==> config.mk <==
export PLATFORM = sky130hd
export DESIGN_NAME = ldst_request_decode
export DESIGN_NICKNAME = d
export VERILOG_FILES = /design/src/common/dcache_pkg.sv /design/src/hdl/ldst_request_decode.sv
export VERILOG_INCLUDE_DIRS = /design/src /design/src/common
export SDC_FILE = /design/constraint.sdc
export NUM_CORES = 1
export LEC_CHECK = 0
export BUFFER_PORTS_ARGS = -buffer_cell sky130_fd_sc_hd__buf_4
export CAP_MARGIN = 20
export CORE_ASPECT_RATIO = 2
export CORE_MARGIN = 1
export CORE_UTILIZATION = 30
export CTS_CLUSTER_DIAMETER = 150
export CTS_CLUSTER_SIZE = 10
export DETAILED_ROUTE_END_ITERATION = 7
export GPL_ROUTABILITY_DRIVEN = 0
export PLACE_DENSITY_LB_ADDON = 0.12
export SLEW_MARGIN = 20
export SYNTH_ARGS = -nofsm -noshare
export SYNTH_HDL_FRONTEND = slang
export SYNTH_SLANG_ARGS = --single-unit
==> constraint.sdc <==
create_clock -name iCLOCK -period 3.1 [get_ports iCLOCK]
set_input_delay 0.62 -clock iCLOCK [delete_from_list [all_inputs] [get_ports iCLOCK]]
set_output_delay 0.62 -clock iCLOCK [all_outputs]
set_load 0.01 [all_outputs]
==> src/common/dcache_defines.svh <==
// L1 data cache geometry
`ifndef DCACHE_DEFINES_SVH
`define DCACHE_DEFINES_SVH

// Bus widths
`define DCACHE_ADDR_W 32
`define DCACHE_WORD_W 32
`define DCACHE_BEAT_W 64

// 16 lines of 64 bytes, filled as eight beats
`define DCACHE_LINES 16
`define DCACHE_BEATS 8
`define DCACHE_BEAT_IDX_W 3
`define DCACHE_INDEX_W 4
`define DCACHE_OFFSET_W 6
`define DCACHE_TAG_W (`DCACHE_ADDR_W - `DCACHE_INDEX_W - `DCACHE_OFFSET_W)
`define DCACHE_LINE_W (`DCACHE_BEAT_W * `DCACHE_BEATS)

// IO accesses are always word sized
`define DCACHE_IO_ORDER 2'h2

`endif
==> src/common/dcache_pkg.sv <==
// L1 data cache types
`default_nettype none

`include "dcache_defines.svh"

package dcache_pkg;

	typedef logic [`DCACHE_ADDR_W-1:0] addr_t;
	typedef logic [`DCACHE_WORD_W-1:0] word_t;
	typedef logic [`DCACHE_BEAT_W-1:0] beat_t;
	typedef logic [`DCACHE_LINE_W-1:0] line_t;
	typedef logic [3:0] mask_t;
	typedef logic [1:0] order_t;

	// Load/store request
	typedef struct packed {
		// High for a store
		logic rw;
		order_t order;
		mask_t mask;
		addr_t addr;
		word_t data;
	} ldst_req_t;

	typedef struct packed {
		word_t data;
		logic page_fault;
	} ldst_rsp_t;

	// Registered result of a tag lookup
	typedef struct packed {
		logic hit;
		word_t word;
	} lookup_t;

	typedef enum logic [2:0] {
		IDLE,
		MEMREQ,
		MEMGET,
		OUTDATA,
		WR_MEMREQ,
		WR_MEMGET,
		WR_OUTDATA
	} miss_state_t;

endpackage

`default_nettype wire

==> src/hdl/ldst_request_decode.sv <==
// Load/store request decode
`timescale 1ns/1ps
`default_nettype none

`include "dcache_defines.svh"

module ldst_request_decode(
	input wire iCLOCK,
	input wire inRESET,
	input wire iosr_valid,
	input wire dcache_pkg::addr_t iosr,
	input wire ldst_req,
	input wire dcache_pkg::ldst_req_t ldst_req_data,
	output logic busy,
	input wire mem_lock,
	input wire io_busy,
	input wire ctrl_idle,
	input wire lookup_pending,
	output logic cache_req,
	output dcache_pkg::ldst_req_t cache_req_data,
	output logic io_req,
	output logic io_rw,
	output dcache_pkg::order_t io_order,
	output dcache_pkg::addr_t io_addr,
	output dcache_pkg::word_t io_data
);
	import dcache_pkg::*;

	logic io_base_valid;
	addr_t io_base;
	logic accept;
	logic is_io;

	// IO start address is taken once from the system info bus
	always_ff @(posedge iCLOCK or negedge inRESET) begin
		if (!inRESET) begin
			io_base_valid <= 1'b0;
		end else if (iosr_valid) begin
			io_base_valid <= 1'b1;
		end
	end

	always_ff @(posedge iCLOCK) begin
		if (iosr_valid && !io_base_valid) begin
			io_base <= iosr;
		end
	end

	assign busy = !io_base_valid || mem_lock || io_busy || !ctrl_idle || lookup_pending;
	assign accept = ldst_req && !busy;

	// Everything from the IO base upward belongs to the IO space
	assign is_io = ldst_req_data.addr >= io_base;

	assign cache_req = accept && !is_io;
	assign cache_req_data = ldst_req_data;

	assign io_req = accept && is_io;
	assign io_rw = ldst_req_data.rw;
	assign io_order = `DCACHE_IO_ORDER;
	assign io_addr = ldst_req_data.addr - io_base;
	assign io_data = ldst_req_data.data;

endmodule

`default_nettype wire

# Yosys cells after proc, flatten, opt, wreduce, memory -nomap -nowiden
# Index checks and enable logic that the tools add are counted.
# op_classes
n_addsub,1
magnitude_cmp,1
reduce_logical,12
# ops
op,n
$ge A32 B32 Y1,1
$sub A32 B32 Y32,1
$logic_and A1 B1 Y1,4
$logic_not A1 Y1,4
$logic_or A1 B1 Y1,4
# totals
regBits,33
in_bits,111
out_inout_bits,141
elab_cells,16

# Logic depth before layout (Yosys ltp)
# depth
depth_word,8
mapped_depth,9
depth_no_buf,9

# Worst setup path after synthesis
# Ideal clock, no wire load.
# synth_timing
path_type,input-to-output
from,in ldst_req_data[32] in the netlist's numbering
to,out io_addr[28]
arrival_time_ps,2390
required_ps,2480
path_slack_ps,90
cell_stages,9
path_buffers,0
cell_sequence,inv_1 > ha_1 > fa_1 > nor2b_1 > o21ai_0 > a21oi_1 > o211ai_1 > and2_1 > a211oi_1
# synth_via
elab_chain_len,1
# synth_rtl
item,line_no,rtl
"start, declared",ldst_request_decode.sv:13,"input wire dcache_pkg::ldst_req_t ldst_req_data,"
$sub A32 B32 Y32,ldst_request_decode.sv:61,assign io_addr = ldst_req_data.addr - io_base;
"end, declared",ldst_request_decode.sv:24,"output dcache_pkg::addr_t io_addr,"
# No other way between the ends.

# Worst setup path in the final report
# layout_timing
from,in ldst_req_data[32] in the netlist's numbering
to,out io_addr[18]
# Same word-level chain as after synthesis.

==> impl_results.rst <==
.. list-table::
   :header-rows: 1

   * - Metric
     - Value
   * - Share of final-layout standard cells stronger than drive strength 1
     - roughly 55%
   * - Shortest period the worst path allows
     - 3.12 ns
   * - Clock tree from TritonCTS
     - done
   * - Grt total ovfl
     - 0
   * - Yosys top cell by area
     - sky130_fd_sc_hd__edfxtp_1
   * - Layout-stage area growth over the synthesis result
     - 46.7%
   * - CTS H-tree lvls
     - 2
   * - Number of setup violations in the final report
     - 2
   * - Number of global-route vias before repair
     - roughly 3800
   * - Synthesized-area fraction occupied by xor and xnor cells
     - between 5 and 6%
   * - Adder-cell share of the synthesized area
     - roughly a tenth
   * - Crit path kind
     - input port to output pin
   * - Top FF cell, synth
     - sky130_fd_sc_hd__edfxtp_1
   * - Io pins
     - 252
   * - Cells on worst reg2reg path
     - 2
   * - Number of antenna violations at the first check in global routing
     - 0
   * - Footprint of the multi-input gates
     - 2530 sq um
   * - CTS sink count
     - 33
   * - Maximum vdd drop
     - around 0.19 mV
   * - Avg Cell Area, Syn
     - 8.27 sq um
   * - First-pass DRT Iterations
     - 4
   * - Row count
     - slightly below 60
   * - Synth Area in Simple Gates
     - about an eighth
   * - Final setup slack of the worst path
     - -0.0187 ns
   * - Clock-pin slew of the registers on the worst-case setup and hold paths
     - about 0.060 ns
   * - Count of buffers inserted at the top-level ports
     - ~140
   * - Synth Cell Area
     - 3940 sq um
   * - Die outline width
     - roughly 83 microns
   * - Crit Path Max Fanout
     - 3
   * - Maximum number of pins on one net before global-route repair
     - 33
   * - Cells taking the most area after synthesis
     - sky130_fd_sc_hd__edfxtp_1, sky130_fd_sc_hd__buf_4, sky130_fd_sc_hd__ha_1, sky130_fd_sc_hd__a21oi_1, sky130_fd_sc_hd__inv_1
   * - Warning count from the yosys run
     - 0
   * - Area of the placeable core
     - 12700 sq um
   * - Number of nets still failing antenna checks after routing
     - 0
   * - Setup_tns
     - -0.0314 ns
   * - Maximum clock skew at final layout
     - roughly 0.0033 ns
   * - Number of DRC violations after detailed-routing iteration 0
     - slightly below 70
   * - Post-detailed-route wirelength per cell
     - 16.6 microns
   * - Final Hold Violating Endpoints
     - 0
   * - Post-Place Setup Slack
     - -0.396 ns
   * - Via count of the routed design
     - 3674
   * - Met1 capacity usage during global routing
     - 14.3%
   * - Post-CTS Hold Buffers
     - 0
   * - Synth Instances
     - roughly 480
   * - Number of design rule violations left after detail routing
     - 0
   * - Number of library cell types mapped by synthesis
     - 58
   * - Dominant cell by count in the synthesized netlist
     - sky130_fd_sc_hd__buf_4
   * - Buffer cell driving the clock tree root
     - sky130_fd_sc_hd__clkbuf_16
   * - Grt met3 use
     - 3.02%
   * - Power density cells
     - between 200 and 300 nW/um^2
   * - Number of flops mapped to enable cells by yosys
     - 32
   * - Vert. Die Dim
     - approximately 160 microns
   * - Main combinational cell family by area after synthesis
     - buffers and inverters
   * - Seq cells post-synth
     - 33
   * - Util after Layout
     - 45.5%
   * - Peak clock frequency supported by timing
     - around 0.32 GHz
   * - M2 GR Usage
     - 35.5%
   * - Number of diodes added for antenna fixing
     - 0
   * - Data arrival time of the critical path
     - 2.50 ns
   * - Share of the synthesized area in compound gates (AO/OA/AOI/OAI)
     - 19.3%
   * - Power, Total
     - approximately 0.0016 W
   * - Multiplexer fraction of the synthesized cell area
     - 0.540%
   * - Critical Path Sink Type
     - output pin
   * - Outcome
     - complete, but fails checks
   * - Half-perimeter wire length after placement
     - between 9 and 10 mm
   * - Final wirelength
     - between 10 and 15 mm
   * - First-pass GRT wire length
     - around 18 mm
   * - RSZ-0062 raised after global routing
     - yes
   * - Data required, critical path
     - ~2.5 ns
   * - Maximum root-to-sink buffer count
     - 2
   * - Register-to-register setup slack
     - between 1.5 and 2 ns
   * - Startpoint of the worst-slack reg-to-reg timing path
     - io_base_valid
   * - Hold WC Path Type
     - input port to asynchronous set/reset pin
   * - Period utilization
     - 101%
   * - Final layout net count
     - 742
   * - Fraction of registers with async set or reset after synthesis
     - 3.03%
   * - Aggregate global-route resource usage
     - about 17%
   * - Kind of start point of the critical path
     - input port
   * - Area of the die
     - around 14000 sq um
   * - Maximum Capacitance Violations
     - 0
   * - Violations in the final reports
     - setup timing
   * - Filler cell count in the final layout
     - 1275
   * - CTS buffer count
     - 5
   * - Share of the synthesized area in the top cell type
     - about 24%
   * - Via density per instance
     - around 4.9
   * - Commonest cells in the synthesized netlist
     - sky130_fd_sc_hd__buf_4, sky130_fd_sc_hd__a21oi_1, sky130_fd_sc_hd__inv_1
   * - Leakage component of the power
     - between 2 and 3 nW
   * - Register area share after synthesis
     - about a quarter
   * - Final number of max-transition violations
     - 0
   * - Min Hold Slack
     - between 0.1 and 0.15 ns
   * - Initial core utilization
     - between 30% and 40%
   * - Endpoint of the worst register-to-register path
     - io_base[20]
   * - Synthesized Nets
     - 621
   * - Clk_lat worst skew
     - between 0.2 and 0.3 ns
   * - Sequential cell area in the final layout
     - between 900 and 1000 sq um
   * - Layer carrying the most global-route usage
     - met2
==> cell usage in the layout, fill, tap and decap left out, drive strengths merged, types with 4 or more instances in the layout <==
master,n
a211o,5
a211oi,5
a21boi,4
a21o,10
a21oi,44
a31oi,5
and3,6
buf,231
clkbuf,7
edfxtp,32
ha,32
inv,42
nand2,28
nand3,10
nand4,7
nor2,24
nor2b,5
nor3,10
o211ai,5
o21ai,20
xnor2,18
xor2,8
==> cells by family (layout without fill, tap and decap cells) <==
logic type      Yosys count  after routing
compound gates          118            118
other cells               2              2
simple gates            104            104
xor+xnor                 26             26
flops                    33             33
buf+inv                 159            281
fa+ha+maj                33             33
mux                       2              2
==> registers in the layout, indices dropped and copies added, names as in the netlist <==
| name | count |
|---|---|
| io_base_valid | 1 |
| io_base | 32 |
==> power breakdown <==
group / internal [W] / switching (W) / leakage, nW
combinational: 0.000330 / 0.000274 / 2.24
clock: 0.000299 / 0.000204 / 0.0641
sequential: 0.000489 / 0.000000000000000000176 / 0.296
==> metal layers <==
metal  part of all wire, %  wire length, microns
met1                    31                  3860
met2                    58                  7160
met3                   4.7                   583
met4                   6.5                   809
met5                     0                     0
==> per-stage QoR <==
stage,cell area (sq um),instances
final,5780,749
after global routing,5780,749
after CTS,5410,746
after detailed placement,4970,733
after global placement,4970,733
after floorplan,3940,477
==> worst max path at each step <==
stage	startpoint	endpoint
final	ldst_req_data[32]	io_addr[18]
after global routing	io_base[0]	io_addr[28]
after global placement	ldst_req_data[32]	io_addr[28]
after floorplan	ldst_req_data[32]	io_addr[28]
after CTS	io_base[0]	io_addr[28]
after detailed placement	ldst_req_data[32]	io_addr[28]
==> worst max-delay path, stage by stage <==
cell	delay, ns
sky130_fd_sc_hd__buf_4	0.09
sky130_fd_sc_hd__inv_2	0.04
sky130_fd_sc_hd__ha_4	0.15
sky130_fd_sc_hd__fa_2	0.36
sky130_fd_sc_hd__nor2b_4	0.16
sky130_fd_sc_hd__o21ai_4	0.08
sky130_fd_sc_hd__a211oi_2	0.28
sky130_fd_sc_hd__a211o_4	0.18
sky130_fd_sc_hd__a311oi_2	0.10
sky130_fd_sc_hd__xnor2_1	0.25
sky130_fd_sc_hd__buf_4	0.18
==> timing repair <==
action	4_1_cts	5_1_grt
setup buffers	5	4
gates resized for setup	60	66
pin swaps	25	35
setup endpoints to repair	23	22
==> area by class of cell <==
type                    instances  share of cell area (%)
inverters                      42                    2.73
clock inverters                 1                   0.130
flip-flops and latches         33                    17.0
well taps                     150                    3.24
clock buffers                   7                    2.29
multi-input cells             285                    43.8
repair buffers                231                    30.8
No activity file was read; power rests on OpenSTA's default activity.
