`src/common/dcache_defines.svh`:
```
// L1 data cache geometry
`ifndef DCACHE_DEFINES_SVH
`define DCACHE_DEFINES_SVH

// Bus widths
`define DCACHE_ADDR_W 32
`define DCACHE_WORD_W 32
`define DCACHE_BEAT_W 64

// 16 lines of 64 bytes, filled as eight beats
`define DCACHE_LINES 16
`define DCACHE_BEATS 8
`define DCACHE_BEAT_IDX_W 3
`define DCACHE_INDEX_W 4
`define DCACHE_OFFSET_W 6
`define DCACHE_TAG_W (`DCACHE_ADDR_W - `DCACHE_INDEX_W - `DCACHE_OFFSET_W)
`define DCACHE_LINE_W (`DCACHE_BEAT_W * `DCACHE_BEATS)

// IO accesses are always word sized
`define DCACHE_IO_ORDER 2'h2

`endif
```
`src/common/dcache_pkg.sv`:
```
// L1 data cache types
`default_nettype none

`include "dcache_defines.svh"

package dcache_pkg;

	typedef logic [`DCACHE_ADDR_W-1:0] addr_t;
	typedef logic [`DCACHE_WORD_W-1:0] word_t;
	typedef logic [`DCACHE_BEAT_W-1:0] beat_t;
	typedef logic [`DCACHE_LINE_W-1:0] line_t;
	typedef logic [3:0] mask_t;
	typedef logic [1:0] order_t;

	// Load/store request
	typedef struct packed {
		// High for a store
		logic rw;
		order_t order;
		mask_t mask;
		addr_t addr;
		word_t data;
	} ldst_req_t;

	typedef struct packed {
		word_t data;
		logic page_fault;
	} ldst_rsp_t;

	// Registered result of a tag lookup
	typedef struct packed {
		logic hit;
		word_t word;
	} lookup_t;

	typedef enum logic [2:0] {
		IDLE,
		MEMREQ,
		MEMGET,
		OUTDATA,
		WR_MEMREQ,
		WR_MEMGET,
		WR_OUTDATA
	} miss_state_t;

endpackage

`default_nettype wire

```
`src/hdl/ldst_response_merge.sv`:
```
// Load/store response register
`timescale 1ns/1ps
`default_nettype none

module ldst_response_merge(
	input wire iCLOCK,
	input wire inRESET,
	input wire lookup_valid,
	input wire dcache_pkg::lookup_t lookup,
	input wire lookup_is_read,
	input wire done,
	input wire dcache_pkg::ldst_rsp_t done_rsp,
	input wire io_valid,
	input wire dcache_pkg::word_t io_data,
	output logic ldst_valid,
	output dcache_pkg::ldst_rsp_t ldst_rsp
);
	import dcache_pkg::*;

	logic hit_valid;
	logic next_valid;
	ldst_rsp_t next_rsp;

	assign hit_valid = lookup_valid && lookup.hit && lookup_is_read;

	// IO first, then miss/store completion, then read hit
	always_comb begin
		next_valid = 1'b1;
		if (io_valid) begin
			next_rsp = '{data: io_data, page_fault: 1'b0};
		end else if (done) begin
			next_rsp = done_rsp;
		end else begin
			next_valid = hit_valid;
			next_rsp = '{data: lookup.word, page_fault: 1'b0};
		end
	end

	always_ff @(posedge iCLOCK or negedge inRESET) begin
		if (!inRESET) begin
			ldst_valid <= 1'b0;
		end else begin
			ldst_valid <= next_valid;
		end
	end

	always_ff @(posedge iCLOCK) begin
		if (next_valid) begin
			ldst_rsp <= next_rsp;
		end
	end

endmodule

`default_nettype wire

```
`config.mk`:
```
export PLATFORM = sky130hd
export DESIGN_NAME = ldst_response_merge
export DESIGN_NICKNAME = d
export VERILOG_FILES = /design/src/common/dcache_pkg.sv /design/src/hdl/ldst_response_merge.sv
export VERILOG_INCLUDE_DIRS = /design/src /design/src/common
export SDC_FILE = /design/constraint.sdc
export NUM_CORES = 1
export LEC_CHECK = 0
export BUFFER_PORTS_ARGS = -buffer_cell sky130_fd_sc_hd__clkbuf_2
export CAP_MARGIN = 5
export CORE_ASPECT_RATIO = 1.5
export CORE_MARGIN = 5
export CORE_UTILIZATION = 42
export DETAILED_ROUTE_END_ITERATION = 10
export PLACE_DENSITY = 0.94
export SETUP_SLACK_MARGIN = 0.15
export SYNTH_ARGS = -nofsm -noshare
export SYNTH_HDL_FRONTEND = slang
export SYNTH_SLANG_ARGS = --single-unit
```
`constraint.sdc`:
```
create_clock -name iCLOCK -period 1.3 [get_ports iCLOCK]
set_clock_uncertainty 0.1 [all_clocks]
set_input_delay 0.065 -clock iCLOCK [delete_from_list [all_inputs] [get_ports iCLOCK]]
set_output_delay 0.065 -clock iCLOCK [all_outputs]
set_load 0.02 [all_outputs]
```
== After elaboration in Yosys (flattened, before gate mapping) ==
Index checks and enable logic that the tools add are counted.
Word-level totals
  register bits: 34
  output and inout port bits: 34
  logic and storage cells: 11
Operators by class
  muxes and demuxes: 4
  bitwise operators: 1
  reduce and logical (&&, ||, !) cells: 3
Operator list (number)
  two-way mux 33 bit: 2
  logical AND 1 bit: 2
  two-way mux 1 bit: 2
  OR reduction 2 bit: 1
  inverter 1 bit: 1

== Logic depth before layout (Yosys ltp) ==
Gate-level depths: netlist of run 1.
  word-level depth: 4
  mapped depth: 4
  depth with buffers taken out: 2

== Worst setup path after synthesis of run 1 ==
Ideal clock, no wire load.
  kind: in2reg
  start: input port done
  end: register ldst_rsp[0] (netlist name), enable pin
  library setup time: 0.398 ns
  data arrival time: 1.249 ns
  required time: 0.802 ns
  path slack: -0.447 ns
  stages on the path: 3
  path buffers: 2
  path through: buf_6 -> buf_12 -> a311o_1
On the way
  word-level cells in the longest chain between the ends: 2
RTL lines
  start, declared: line ldst_response_merge.sv:11  | input wire done,
  two-way mux 1 bit: line ldst_response_merge.sv:31  | end else if (done) begin
  two-way mux 1 bit: line ldst_response_merge.sv:29  | if (io_valid) begin
  named net next_valid: line ldst_response_merge.sv:21  | logic next_valid;
  end signal, assigned: line ldst_response_merge.sv:49  | ldst_rsp <= next_rsp;
  end, declared: line ldst_response_merge.sv:16  | output dcache_pkg::ldst_rsp_t ldst_rsp
The timed path passes the listed nets, and every way through them passes these cells.
A chain may end at the register's enable or synchronous reset.

== Final worst setup path of run 1 ==
  start: register ldst_rsp[1] (netlist name)
  end: output port ldst_rsp[1] (netlist name)
No word-level cell between the ends.

==> out/results.tsv, run 1 <==
metric	value	unit
crit_required	1.13	ns
die_x	62.54	um
multi_input_area	620.6	um^2
grt_pass1_vias	1920	
cts_tree	done	
status	completed	
sw_frac_of_total	27.79	%
wirelength	5.329	mm
gp_congestion	0.7965	
grt_use_total	19.33	%
end_kind	output pin	
numCtsBuffers	5	
maxCapViolations	0	
intPower	0.002084	W
synth_mux_area_share	18.42	%
finalWorstPathRequiredPeriod	0.9944	ns
synthXorXnorAreaFrac	0	%
antenna_found_initial	0	
ctsResizeCount	0	
finish.net_count	420	
instances_no_fill	362	
synth_top_area_share	56.98	%
portBuffers	137	
grt_pass1_wl	8.445	mm
area_growth	65.90	%
synthCells	143	
tightestPinTransition	0.2835	ns
yosys.area_share.adder	0	%
ios	138	
avgSynthCellArea	12.16	um^2
crit_path_start_kind	flip-flop	
die-area	5554	um^2
power_frac_seq	48.1	%
via_per_inst	4.848	
finalSetupViolations	0	
ant_nets	0	
netlist_area	1739	um^2
synth_top_family_by_area	multiplexers	
p_leak	1.462	nW
placedCellCount	319	
rsz0062_at_grt	no	
clockBufferDepth	2	
register_area	1016	um^2
diodes	0	
clock_power_share	24.8	%
cp_top_family	flip-flops	
ir_worst_vdd	967.6	uV
wl_per_cell	14.72	um
vias	1755	
grt_max_degree	35	
crit_chain	clkbuf_2	
synth_area_leaders	edfxtp_1 57%, mux2i_1 18%, o21ai_1 8.1%, nand2_1 6.9%, buf_12 3.5%	
cts_root_buf	clkbuf_8	
drtIter0Drc	59	
path_max_fanout	1	
grt_overflow	0	
ys_seq_elements	34	
hp-class	in -> reg	
synth_compound_gate_area_share	9.784	%
slowest_delay	0.38	ns
fmax	1006	MHz
die_y	88.81	um
synth_seq_area_share	58.42	%
report.final.slew_viol_count	0	
hold_start	lookup[11]	
start_util	43.55	%
cts.sink_count	34	
cp_num_buf_inv	1	
ys_warn_count	0	
core_area	3994	um^2
p_total	0.002886	W
period_share	76.49	%
fin_setup_tns	0	ns
dpl_cell_area	2454	um^2
powerDensity	1000	nW/um^2
synth_fp_nets	247	
yosys.area_share.simple	7.410	%
rows	28	
htreeDepth	2	
power_switching	0.0008020	W
worstPathArrival	0.83	ns
dp_hpwl	3.896	mm
clk_pin_slew	0.06	ns
layout-drive-gt1-share	47.00	%
synth.distinct_cells	12	
final_hold_viol_count	0	
worstSetupPathType	reg -> out	
startpoint	ldst_rsp[1]	
design_area	2885	um^2
drc	0	
yosys.area.top_type	edfxtp_1	
cp_slowest_cell	edfxtp_1	
nFillCells	294	
dr.pass1.iters	4	
max_slew_margin	81.10	%
p_comb_share	27.1	%
cell usage in the layout (no fill, tap or decap), drive strengths merged:
cell	Yosys	routed
clkbuf	2	143
dlygate4sd3	0	35
edfxtp	33	33
mux2i	32	32
nand2	32	32
o21ai	32	32
buf	9	5
clkinv	0	2
a311o	1	1
and3b	1	1
dfrtp	1	1
cells by family (layout without fill, tap and decap cells):
logic type | Yosys count | count (layout)
mux | 32 | 32
flops | 34 | 34
simple gates | 33 | 33
compound gates | 33 | 33
buf+inv | 11 | 185
final cells by class:
cell class                      count  area share, %
Timing Repair Buffer              177          38.51
Sequential cell                    34          35.21
Multi-Input combinational cell     98          21.51
Clock buffer                        6          2.515
Tap cell                           45          1.951
Clock inverter                      2         0.3036
metrics by stage:
stage               hold slack [ns]  setup WS, ns  utilization [%]
floorplan                   -0.3306     0.0002760                -
global placement            -0.2564        0.1918            61.43
detailed placement          -0.2578        0.1914            61.43
CTS                         0.01271        0.2832            72.24
global route                0.03941        0.2480            72.24
finish                      0.03337        0.3056            72.24
power groups by stage:
stage	Clock (W)	Combinational (W)	Sequential (W)
3_3_place_gp	0	0.000676	0.00140
3_5_place_dp	0	0.000696	0.00141
6_report	0.000717	0.000781	0.00139
4_1_cts	0.000749	0.000780	0.00139
5_1_grt	0.000795	0.000841	0.00140
2_1_floorplan	0	0.000208	0.00159
cell usage after synthesis, drive strengths merged:
cell type and count:
and3b 1, dfrtp 1, edfxtp 33, o21ai 32, mux2i 32, buf 9
clkbuf 2, a311o 1, nand2 32
worst paths after layout:
kind	endpoint	slack, ns	cells after the start
max	ldst_rsp[1]	0.31	1
min	ldst_rsp[12]	0.03	3
max in group asynchronous	ldst_valid	0.49	3
min in group asynchronous	ldst_valid	0.51	3
sequential cells by signal (all words and copies together) (netlist names):
| signal | cells |
|---|---|
| ldst_valid | 1 |
| ldst_rsp | 33 |
repair_timing:
| action | 4_1_cts | 5_1_grt |
|---|---|---|
| hold buffers | 35 | 0 |
| buffers inserted | 0 | 0 |
| hold endpoints to repair | 34 | 0 |
per-layer routing:
metal,GRT usage [%],vias to the layer above,wire (um)
met5,0,-,0
met4,10.04,0,124
met3,7.116,12,511
met2,37.36,95,3018
met1,17.27,782,1674
li1,-,866,-
(Power assumes the default switching activity.)
==> run 2: changes to the inputs <==
Settings changed: CORE_UTILIZATION 42 to 39, PLACE_DENSITY 0.94 to 0.89.
Clock period 1.3 ns to 1 ns, I/O delays scaled along.
==> out/results.tsv, run 2 (synthesis gave the netlist of run 1 again) <==
metric	value	unit	change
crit_required	0.85	ns	-0.28 ns
register_area	1016	um^2	unchanged
grt_pass1_vias	1681		-12%
die_x	64.53	um	+3.2%
ios	138		unchanged
clockBufferDepth	2		unchanged
grt_max_degree	37		+5.7%
grt_use_total	15.96	%	-3.4 points
rows	29		+3.6%
hp-class	in -> reg		
drtIter0Drc	29		-51%
finish.net_count	387		-7.9%
layout-drive-gt1-share	52.46	%	+5.5 points
finalSetupViolations	0		unchanged
worstPathArrival	0.82	ns	about the same
wl_per_cell	14.97	um	+1.7%
p_total	0.003853	W	+34%
crit_chain	buf_6		
period_share	97.26	%	
final_cell_mix	103 x clkbuf_2, 33 x edfxtp_1, 32 x mux2i_1, 32 x nand2_1, 30 x buf_6		
clk_pin_slew	0.07	ns	about the same
nFillCells	348		+18%
via_per_inst	4.921		+1.5%
largest_reg_flops	33		unchanged
area_growth	57.91	%	
dr.pass1.iters	4		unchanged
power_switching	0.001049	W	+31%
final_hold_viol_count	31		+31
status	finished, violations left		
start_util	40.62	%	-2.9 points
die-area	5922	um^2	+6.6%
layout_commonest_cell	clkbuf_2		
dp_slack	-0.09424	ns	-0.2857 ns
end_kind	output pin		
p_leak	1.380	nW	-5.6%
violations	negative hold slack		
sw_frac_of_total	27.23	%	-0.56 points
vias	1624		-7.5%
cts.sink_count	34		unchanged
fin_ws	0.02744	ns	-0.2782 ns
wirelength	4.940	mm	-7.3%
cts_root_buf	clkbuf_8		
core_area	4282	um^2	+7.2%
tightestPinTransition	0.3115	ns	+0.02797 ns
finalWorstPathRequiredPeriod	0.9726	ns	
regMostFlops	ldst_rsp		
htreeDepth	2		unchanged
powerDensity	1403	nW/um^2	+40%
die_y	91.79	um	+3.3%
dp_hpwl	3.989	mm	+2.4%
report.final.slew_viol_count	0		unchanged
gp_congestion	0.8039		+0.93%
rsz0062_at_grt	yes		
intPower	0.002804	W	+35%
cts_tree	done		
clock_power_share	24.4	%	-0.4 points
path_max_fanout	1		unchanged
postCtsHoldBufs	2		-94%
grt_pass1_wl	7.383	mm	-13%
holdWs	-0.04429	ns	-0.07766 ns
max_slew_margin	79.24	%	-1.9 points
portBuffers	137		unchanged
final_core_util	64.14	%	-8.1 points
numCtsBuffers	5		unchanged
grt_overflow	0		unchanged
ant_nets	0		unchanged
cp_num_buf_inv	1		unchanged
fmax	1028	MHz	
maxCapViolations	0		unchanged
post_cts_buffers	0		unchanged
power_frac_seq	47.7	%	-0.4 points
worstSetupPathType	reg -> out		
multi_input_area	620.6	um^2	unchanged
drc	0		unchanged
crit_path_start_kind	flip-flop		
cp_top_family	flip-flops		
cp_slowest_cell	edfxtp_1		
slowest_delay	0.40	ns	+0.02 ns
antenna_found_initial	0		unchanged
reg_top3	ldst_rsp (33), ldst_valid (1)		
ir_worst_vdd	808.3	uV	-16%
diodes	0		unchanged
p_comb_share	28.0	%	+0.9 points
-- run 2: changes by cell type in the layout (fill, tap and decap cells not counted) --
cell           before  now
clkbuf_2          137  103
dlygate4sd3_1      35    2
buf_6               0   30
buf_2               0    3
buf_4               2    3
-- run 2: timing repair --
action / 4_1_cts / 5_1_grt
hold endpoints to repair: 34 / 28
gates resized for setup: 0 / 96
setup endpoints to repair: 34 / 34
-- run 2: stage by stage --
step / cells / hold WS [ns] / setup TNS (ns) / area (um^2)
CTS: 330 / -0.05393 / 0 / 2556
finish: 330 / -0.04429 / 0 / 2746
global placement: 320 / -0.2739 / -3.727 / 2455
detailed placement: 320 / -0.2736 / -4.748 / 2455
floorplan: 143 / -0.3456 / -9.574 / 1749
global route: 330 / -0.04204 / -0.05522 / 2746
-- run 2: path summary, 6_finish.rpt --
check / start / end / slack (ns) / cells after the start
max in group asynchronous: inRESET / ldst_valid / 0.20 / 3
min in group asynchronous: inRESET / ldst_valid / 0.50 / 3
worst max-delay path: ldst_rsp[12] / ldst_rsp[12] / 0.03 / 1
worst min-delay path: io_data[2] / ldst_rsp[3] / -0.04 / 3
-- run 2: power by group through the flow --
stage	logic, W	clock network [W]	registers [W]
6_report	0.00108	0.000939	0.00184
2_1_floorplan	0.000271	0	0.00207
4_1_cts	0.000914	0.000973	0.00180
3_5_place_dp	0.000907	0	0.00183
5_1_grt	0.00115	0.00103	0.00186
3_3_place_gp	0.000880	0	0.00183
-- run 2: cell type report --
| cell class | instances | share of cell area (%) |
|---|---|---|
| repair buffers | 144 | 35.35 |
| multi-input cells | 98 | 22.60 |
| clock inverters | 2 | 0.3189 |
| flip-flops and latches | 34 | 36.99 |
| clock buffers | 6 | 2.642 |
| well taps | 46 | 2.096 |
-- run 2: metal layers --
layer / vias to the layer above / track usage [%] / routed length [um]
li1: 800 / - / -
met1: 746 / 13.77 / 1538
met2: 71 / 32.33 / 2950
met3: 7 / 4.768 / 361
met4: 0 / 6.702 / 90
met5: - / 0 / 0
