--- src/common/dcache_defines.svh ---
// L1 data cache geometry
`ifndef DCACHE_DEFINES_SVH
`define DCACHE_DEFINES_SVH

// Bus widths
`define DCACHE_ADDR_W 32
`define DCACHE_WORD_W 32
`define DCACHE_BEAT_W 64

// 16 lines of 64 bytes, filled as eight beats
`define DCACHE_LINES 16
`define DCACHE_BEATS 8
`define DCACHE_BEAT_IDX_W 3
`define DCACHE_INDEX_W 4
`define DCACHE_OFFSET_W 6
`define DCACHE_TAG_W (`DCACHE_ADDR_W - `DCACHE_INDEX_W - `DCACHE_OFFSET_W)
`define DCACHE_LINE_W (`DCACHE_BEAT_W * `DCACHE_BEATS)

// IO accesses are always word sized
`define DCACHE_IO_ORDER 2'h2

`endif
--- src/common/dcache_pkg.sv ---
// L1 data cache types
`default_nettype none

`include "dcache_defines.svh"

package dcache_pkg;

	typedef logic [`DCACHE_ADDR_W-1:0] addr_t;
	typedef logic [`DCACHE_WORD_W-1:0] word_t;
	typedef logic [`DCACHE_BEAT_W-1:0] beat_t;
	typedef logic [`DCACHE_LINE_W-1:0] line_t;
	typedef logic [3:0] mask_t;
	typedef logic [1:0] order_t;

	// Load/store request
	typedef struct packed {
		// High for a store
		logic rw;
		order_t order;
		mask_t mask;
		addr_t addr;
		word_t data;
	} ldst_req_t;

	typedef struct packed {
		word_t data;
		logic page_fault;
	} ldst_rsp_t;

	// Registered result of a tag lookup
	typedef struct packed {
		logic hit;
		word_t word;
	} lookup_t;

	typedef enum logic [2:0] {
		IDLE,
		MEMREQ,
		MEMGET,
		OUTDATA,
		WR_MEMREQ,
		WR_MEMGET,
		WR_OUTDATA
	} miss_state_t;

endpackage

`default_nettype wire

--- src/dcache/dcache_miss_controller.sv ---
// Line fill and write-through control
`timescale 1ns/1ps
`default_nettype none

`include "dcache_defines.svh"

module dcache_miss_controller(
	input wire iCLOCK,
	input wire inRESET,
	input wire cache_req,
	input wire dcache_pkg::ldst_req_t cache_req_data,
	input wire lookup_valid,
	input wire dcache_pkg::lookup_t lookup,
	output logic idle,
	output logic lookup_is_read,
	output logic mem_req,
	input wire mem_lock,
	output logic mem_rw,
	output dcache_pkg::order_t mem_order,
	output dcache_pkg::mask_t mem_mask,
	output dcache_pkg::addr_t mem_addr,
	output dcache_pkg::word_t mem_data,
	input wire mem_valid,
	input wire mem_fault,
	input wire dcache_pkg::beat_t mem_beat,
	output logic fill_we,
	output dcache_pkg::addr_t fill_addr,
	output dcache_pkg::line_t fill_line,
	output logic word_we,
	output dcache_pkg::addr_t word_addr,
	output dcache_pkg::mask_t word_mask,
	output dcache_pkg::word_t word_data,
	output logic done,
	output dcache_pkg::ldst_rsp_t done_rsp
);
	import dcache_pkg::*;

	miss_state_t state;
	ldst_req_t req;
	logic [`DCACHE_BEAT_IDX_W-1:0] req_cnt;
	logic [`DCACHE_BEAT_IDX_W-1:0] get_cnt;
	line_t line_buf;
	word_t rsp_word;
	logic fault;
	logic beat_in;

	assign beat_in = mem_valid && (state == MEMREQ || state == MEMGET);

	always_ff @(posedge iCLOCK) begin
		if (cache_req) begin
			req <= cache_req_data;
		end
	end

	// Beats arrive lowest first and shift down into the line
	always_ff @(posedge iCLOCK) begin
		if (beat_in) begin
			line_buf <= {mem_beat, line_buf[`DCACHE_LINE_W-1:`DCACHE_BEAT_W]};
			if (get_cnt == req.addr[`DCACHE_OFFSET_W-1 -: `DCACHE_BEAT_IDX_W]) begin
				rsp_word <= req.addr[2] ? mem_beat[`DCACHE_BEAT_W-1 -: `DCACHE_WORD_W] :
					mem_beat[`DCACHE_WORD_W-1:0];
			end
		end
	end

	always_ff @(posedge iCLOCK or negedge inRESET) begin
		if (!inRESET) begin
			state <= IDLE;
			req_cnt <= '0;
			get_cnt <= '0;
			fault <= 1'b0;
		end else begin
			case (state)
				IDLE: begin
					req_cnt <= '0;
					get_cnt <= '0;
					if (lookup_valid) begin
						fault <= 1'b0;
						if (req.rw) begin
							state <= WR_MEMREQ;
						end else if (!lookup.hit) begin
							state <= MEMREQ;
						end
					end
				end
				MEMREQ: begin
					// Early beats may come back while requests are still going out
					if (beat_in) begin
						get_cnt <= get_cnt + 1'b1;
					end
					if (beat_in && mem_fault) begin
						fault <= 1'b1;
						state <= OUTDATA;
					end else if (!mem_lock) begin
						req_cnt <= req_cnt + 1'b1;
						if (req_cnt == `DCACHE_BEATS - 1) begin
							state <= MEMGET;
						end
					end
				end
				MEMGET: begin
					if (beat_in) begin
						get_cnt <= get_cnt + 1'b1;
						if (mem_fault) begin
							fault <= 1'b1;
							state <= OUTDATA;
						end else if (get_cnt == `DCACHE_BEATS - 1) begin
							state <= OUTDATA;
						end
					end
				end
				OUTDATA: state <= IDLE;
				WR_MEMREQ: begin
					if (!mem_lock) begin
						state <= WR_MEMGET;
					end
				end
				WR_MEMGET: begin
					if (mem_valid) begin
						fault <= mem_fault;
						state <= WR_OUTDATA;
					end
				end
				WR_OUTDATA: state <= IDLE;
				default: state <= IDLE;
			endcase
		end
	end

	assign idle = state == IDLE;
	assign lookup_is_read = !req.rw;

	// Data memory port
	assign mem_req = state == MEMREQ || state == WR_MEMREQ;
	assign mem_rw = state == WR_MEMREQ;
	assign mem_order = req.order;
	assign mem_mask = req.mask;
	assign mem_addr = mem_rw ? req.addr :
		{req.addr[`DCACHE_ADDR_W-1:`DCACHE_OFFSET_W], req_cnt, 3'b000};
	assign mem_data = req.data;

	// A faulted fill leaves the line untouched
	assign fill_we = state == OUTDATA && !fault;
	assign fill_addr = req.addr;
	assign fill_line = line_buf;

	assign word_we = state == WR_MEMREQ && !mem_lock;
	assign word_addr = req.addr;
	assign word_mask = req.mask;
	assign word_data = req.data;

	assign done = state == OUTDATA || state == WR_OUTDATA;
	assign done_rsp = '{data: (state == WR_OUTDATA) ? req.data : rsp_word, page_fault: fault};

endmodule

`default_nettype wire

--- config.mk ---
export PLATFORM = sky130hd
export DESIGN_NAME = dcache_miss_controller
export DESIGN_NICKNAME = d
export VERILOG_FILES = /design/src/common/dcache_pkg.sv /design/src/dcache/dcache_miss_controller.sv
export VERILOG_INCLUDE_DIRS = /design/src /design/src/common
export SDC_FILE = /design/constraint.sdc
export NUM_CORES = 1
export LEC_CHECK = 0
export CAP_MARGIN = 20
export CORE_AREA = 2 2 345 347
export DETAILED_ROUTE_END_ITERATION = 10
export DIE_AREA = 0 0 347 349
export DONT_BUFFER_PORTS = 1
export GPL_ROUTABILITY_DRIVEN = 1
export PLACE_DENSITY = 0.4
export SYNTH_ARGS = -nofsm -noshare
export SYNTH_HDL_FRONTEND = slang
export SYNTH_SLANG_ARGS = --single-unit
export TNS_END_PERCENT = 100
--- constraint.sdc ---
create_clock -name iCLOCK -period 23.4 [get_ports iCLOCK]
set_input_delay 4.68 -clock iCLOCK [delete_from_list [all_inputs] [get_ports iCLOCK]]
set_output_delay 4.68 -clock iCLOCK [all_outputs]
set_load 0.02 [all_outputs]
After elaboration in Yosys (flattened, before gate mapping)
Cells that the tools add are included.
{"block": "word_totals", "elab_cells": 81, "inputBits": 175, "regBits": 625, "output_inout_bits": 722}
{"block": "classes", "n_addsub": 2, "mux": 26, "n_reduce_logical": 20, "n_eq_ne": 22}
{"op": "$mux W32", "n": 2}
{"op": "$mux W3", "n": 14}
{"op": "$eq A3 B3 Y1 const B", "n": 5}
{"op": "$pmux W3 S5", "n": 1}
{"op": "$ne A2 B2 Y1 const B", "n": 7}
{"op": "$pmux W3 S2", "n": 2}
{"op": "$ne A3 B2 Y1 const B", "n": 3}
{"op": "$reduce_and A8 Y1", "n": 1}
{"op": "$add A3 B1 Y3 const B", "n": 2}
{"op": "$eq A3 B2 Y1 const B", "n": 2}
{"op": "$mux W6", "n": 1}
{"op": "$reduce_and A6 Y1", "n": 1}
{"op": "$mux W1", "n": 5}
{"op": "$logic_and A1 B1 Y1", "n": 4}
{"op": "$ne A2 B1 Y1 const B", "n": 2}
{"op": "$pmux W1 S4", "n": 1}
{"op": "$reduce_and A2 Y1", "n": 2}
{"op": "$reduce_bool A2 Y1", "n": 2}
{"op": "$reduce_bool A4 Y1", "n": 1}
{"op": "$eq A3 B1 Y1 const B", "n": 1}
{"op": "$eq A3 B3 Y1", "n": 1}
{"op": "$logic_not A1 Y1", "n": 3}
{"op": "$logic_not A3 Y1", "n": 1}
{"op": "$logic_or A1 B1 Y1", "n": 3}
{"op": "other kinds (3)", "n": 3}

Logic depth before layout (Yosys ltp)
{"block": "depth", "word_depth": 6, "mapped_depth": 7, "ltp_nobuf": 7}

Worst setup path after synthesis
No wires, ideal clock.
{"block": "synth_path", "path_kind": "in2reg", "start": "in mem_valid", "end": "reg rsp_word[0] (enable)", "n_path_buf": 1, "path_stages": 4, "setup_slack_ns": 4.317, "required_ns": 23.009, "t_arrival_ns": 18.692, "setup_time_ns": 0.391, "path_cell_list": "buf_2 -> nor2b_1 -> o21a_1 -> and4_1"}
{"block": "synth_between", "elab_chain_len": 2}
{"element": "start: declaration", "line": "dcache_miss_controller.sv:23", "rtl": "input wire mem_valid,"}
{"element": "$logic_and A1 B1 Y1", "line": "dcache_miss_controller.sv:47", "rtl": "assign beat_in = mem_valid && (state == MEMREQ || state == MEMGET);"}
{"element": "net beat_in", "line": "dcache_miss_controller.sv:45", "rtl": "logic beat_in;"}
{"element": "$reduce_and A2 Y1 (no line)"}
{"element": "end signal: assignment", "line": "dcache_miss_controller.sv:60", "rtl": "rsp_word <= req.addr[2] ? mem_beat[`DCACHE_BEAT_W-1 -: `DCACHE_WORD_W] :"}
{"element": "end: declaration", "line": "dcache_miss_controller.sv:43", "rtl": "word_t rsp_word;"}
The timed path passes the listed nets, and every way through them passes these cells.
A chain may end at the register's enable or synchronous reset.

Worst setup path in the final report
{"block": "layout_path", "start": "in mem_lock", "end": "out word_we"}
{"block": "layout_between", "elab_chain_len": 2}
{"element": "start: declaration", "line": "dcache_miss_controller.sv:17", "rtl": "input wire mem_lock,"}
{"element": "$logic_not A1 Y1", "line": "dcache_miss_controller.sv:147", "rtl": "assign word_we = state == WR_MEMREQ && !mem_lock;"}
{"element": "$logic_and A1 B1 Y1", "line": "dcache_miss_controller.sv:147"}
{"element": "end: declaration", "line": "dcache_miss_controller.sv:29", "rtl": "output logic word_we,"}
Every way passes these cells.

==> reports/qor.yml <==
synthesis:
  synth-seq-cells: 625
  ys_top_cells_by_area: "edfxtp_1 87%, buf_4 5.9%, mux2_2 3.5%, dfrtp_1 1.2%, ha_1 0.24%"
  synth_top_cell_area_share_pct: 86.8
  synth_edf_count: 615
  synth.distinct_cells: 39
  yosys.area.top_type: "edfxtp_1"
  netlist_instances: 945
  syn_area_um2: 21300
  avgSynthCellArea_um2: 22.5
  yosysSeqAreaShare_pct: 87.9
  async_flop_share_pct: 1.60
  syn_nets: 1124
  ys_warn_count: 0
  synth_top_flop_cell: "edfxtp_1"
sta:
  period_share_pct: 41.7
  period_minus_slack_ns: 9.76
  setup_viol: 0
  tns_ns: 0
  tightest_slew_ns: 1.14
  finalMaxSlewViolations: 0
  rsz0062_at_grt: "false"
  hold_viol: 0
  timing.hold.ws_ns: 0.565
  fmax_mhz: 102
  slew_headroom_pct: 23.9
  skew_ns: 0.0252
setup_path:
  path_cells: "nor4_1, buf_2"
  crit_path_start_kind: "input port"
  endpoint_kind: "output pin"
  cp_data_arrival_time_ns: 5.08
  path_class: "in -> out"
  cp_slowest_cell: "buf_2"
  required_ns: 18.72
  worst-path-buf-inv: 1
  crit_family: "buffers and inverters"
  crit_fanout: 3
  max_stage_delay_ns: 0.23
placed_design:
  hpwl_mm: 42.5
  place.gp.congestion: 0.822
  port_buffers: 0
global_routing:
  grt_max_degree: 195
  grt_first_pass_wirelength_mm: 76.7
  track_usage_pct: 9.17
  antenna_found_initial: 12
  grt_pass1_vias: 8324
  grt_overflow_total: 0
clock_tree:
  cts.path.max_buffers: 3
  clk_latency_ns: 0.62
  numCtsBuffers: 70
  cts_tree: "built"
  cts.sink_count: 625
  hold_buffers: 0
  cts_resized: 0
  post_cts_buffers: 0
  cts-root-buf: "clkbuf_16"
  htreeDepth: 3
  path_clk_slew_ns: 0.06
routing:
  drt-initial-drc-count: 770
  routed_wl_mm: 59.3
  drt-met1-wl_mm: 21.5
  wl_per_cell_um: 24.4
  drc_errors: 0
  wl_met3_mm: 5.38
  met2_length_mm: 30.6
  top_layer_used: "met4"
  vias: 8353
  via_per_inst: 3.44
  dr.pass1.iters: 5
  ant_nets: 0
flow_run:
  cap_viol_max_count: 0
floorplanning:
  ios: 897
  die_w_um: 347
  num_rows: 126
  core_um2: 117000
  die-height_um: 349
  start_util_pct: 18.1
  fp.dieArea_um2: 121000
cells_and_area:
  nNetsFinal: 1027
  fill_cells: 12200
  drive_gt1_share_pct: 19.7
  area_growth_syn_to_layout_pct: 13.5
pwr:
  p_per_area_nw_per_um2: 143
  leakagePower_nw: 7.44
  peakVddDrop_uv: 66.9
min_path:
  holdCritPathClass: "reg -> reg"
status:
  status: "finished, final reports clean"
==> cell type report <==
type | count | area [um2] | area share, %
clock buffer | 83 | 1840 | 7.63
timing repair buffer | 9 | 90.1 | 0.373
sequential | 625 | 18700 | 77.5
antenna | 1 | 2.50 | 0.0104
inverter | 3 | 11.3 | 0.0466
tap | 1536 | 1920 | 7.96
multi-input combinational | 139 | 1280 | 5.31
clock inverter | 35 | 289 | 1.20
==> per-stage QoR <==
stage | utilization (%) | setup WS (ns) | instances | total power [W] | area (um2)
after floorplan | - | 4.32 | 945 | 0.00240 | 21300
after global placement | 18.7 | 13.15 | 2311 | 0.00244 | 22000
after detailed placement | 18.8 | 13.63 | 2312 | 0.00244 | 22000
after CTS | 20.6 | 13.63 | 2430 | 0.00350 | 24200
after global routing | 20.6 | 13.63 | 2431 | 0.00358 | 24200
final | 20.6 | 13.64 | 2431 | 0.00345 | 24200
==> state kept, by name, indices dropped and copies added, names as in the netlist <==
register	count
mem_mask	4
fill_line	512
fault	1
mem_order	2
rsp_word	32
state	3
fill_addr	32
get_cnt	3
req	1
req_cnt	3
mem_data	32
==> cells in the final DEF, fill, tap and decap left out, drive strengths merged, types with 4 or more instances in the layout <==
cell type,count
buf,9
clkbuf,83
clkinv,23
dfrtp,10
edfxtp,615
ha,4
inv,10
mux2,67
nand2,6
nand2b,4
nor2,8
nor2b,4
xnor2,4
==> Yosys cell counts, types with 2 or more instances <==
master and n:
a21oi_1 2, nand2b_1 4, clkbuf_1 6, buf_2 6, mux2_2 67, mux2i_1 2, a22oi_1 2, buf_4 166
inv_1 3, nand2_1 6, maj3_1 3, o2bb2ai_1 3, edfxtp_1 615, nor2_1 8, a31oi_1 2, ha_1 4
and2_1 3, o21ai_0 3, a41oi_1 2, nor3_1 2, o22a_1 3, nor2b_1 4, dfrtp_1 10, xnor2_1 4
==> cells by family after synthesis <==
group | Yosys count | synth area share [%]
AOI/OAI and AO/OA | 24 | 0.835
xor gates and xnor gates | 4 | 0.165
adders and majority gates | 7 | 0.376
buffers and inverters | 181 | 6.15
DFF | 625 | 87.9
muxes | 69 | 3.64
and+or+nand+nor | 35 | 0.905
==> final timing paths <==
path                            startpoint        endpoint  slack, ns  cells after the start
worst max-delay path              mem_lock         word_we      13.64                      2
worst min-delay path            req_cnt[2]      req_cnt[2]       0.56                      1
worst max register to register    state[0]  fill_line[339]      18.98                      5
worst min register to register  req_cnt[2]      req_cnt[2]       0.56                      1
max in group asynchronous          inRESET           fault      19.56                      0
min in group asynchronous          inRESET      req_cnt[1]       3.77                      0
==> power by group <==
group | internal [W] | switching (W) | total, W
Clock | 0.000597 | 0.000446 | 0.00104
Sequential | 0.00163 | 0.000528 | 0.00216
Combinational | 0.0000488 | 0.000199 | 0.000248
==> routing by layer <==
metal / vias up / global-route usage (%)
met5: - / 0
met4: 0 / 3.52
met3: 103 / 3.58
met2: 547 / 15.6
met1: 4402 / 10.3
li1: 3301 / -
Note: power is estimated with default switching activity, not from simulation.
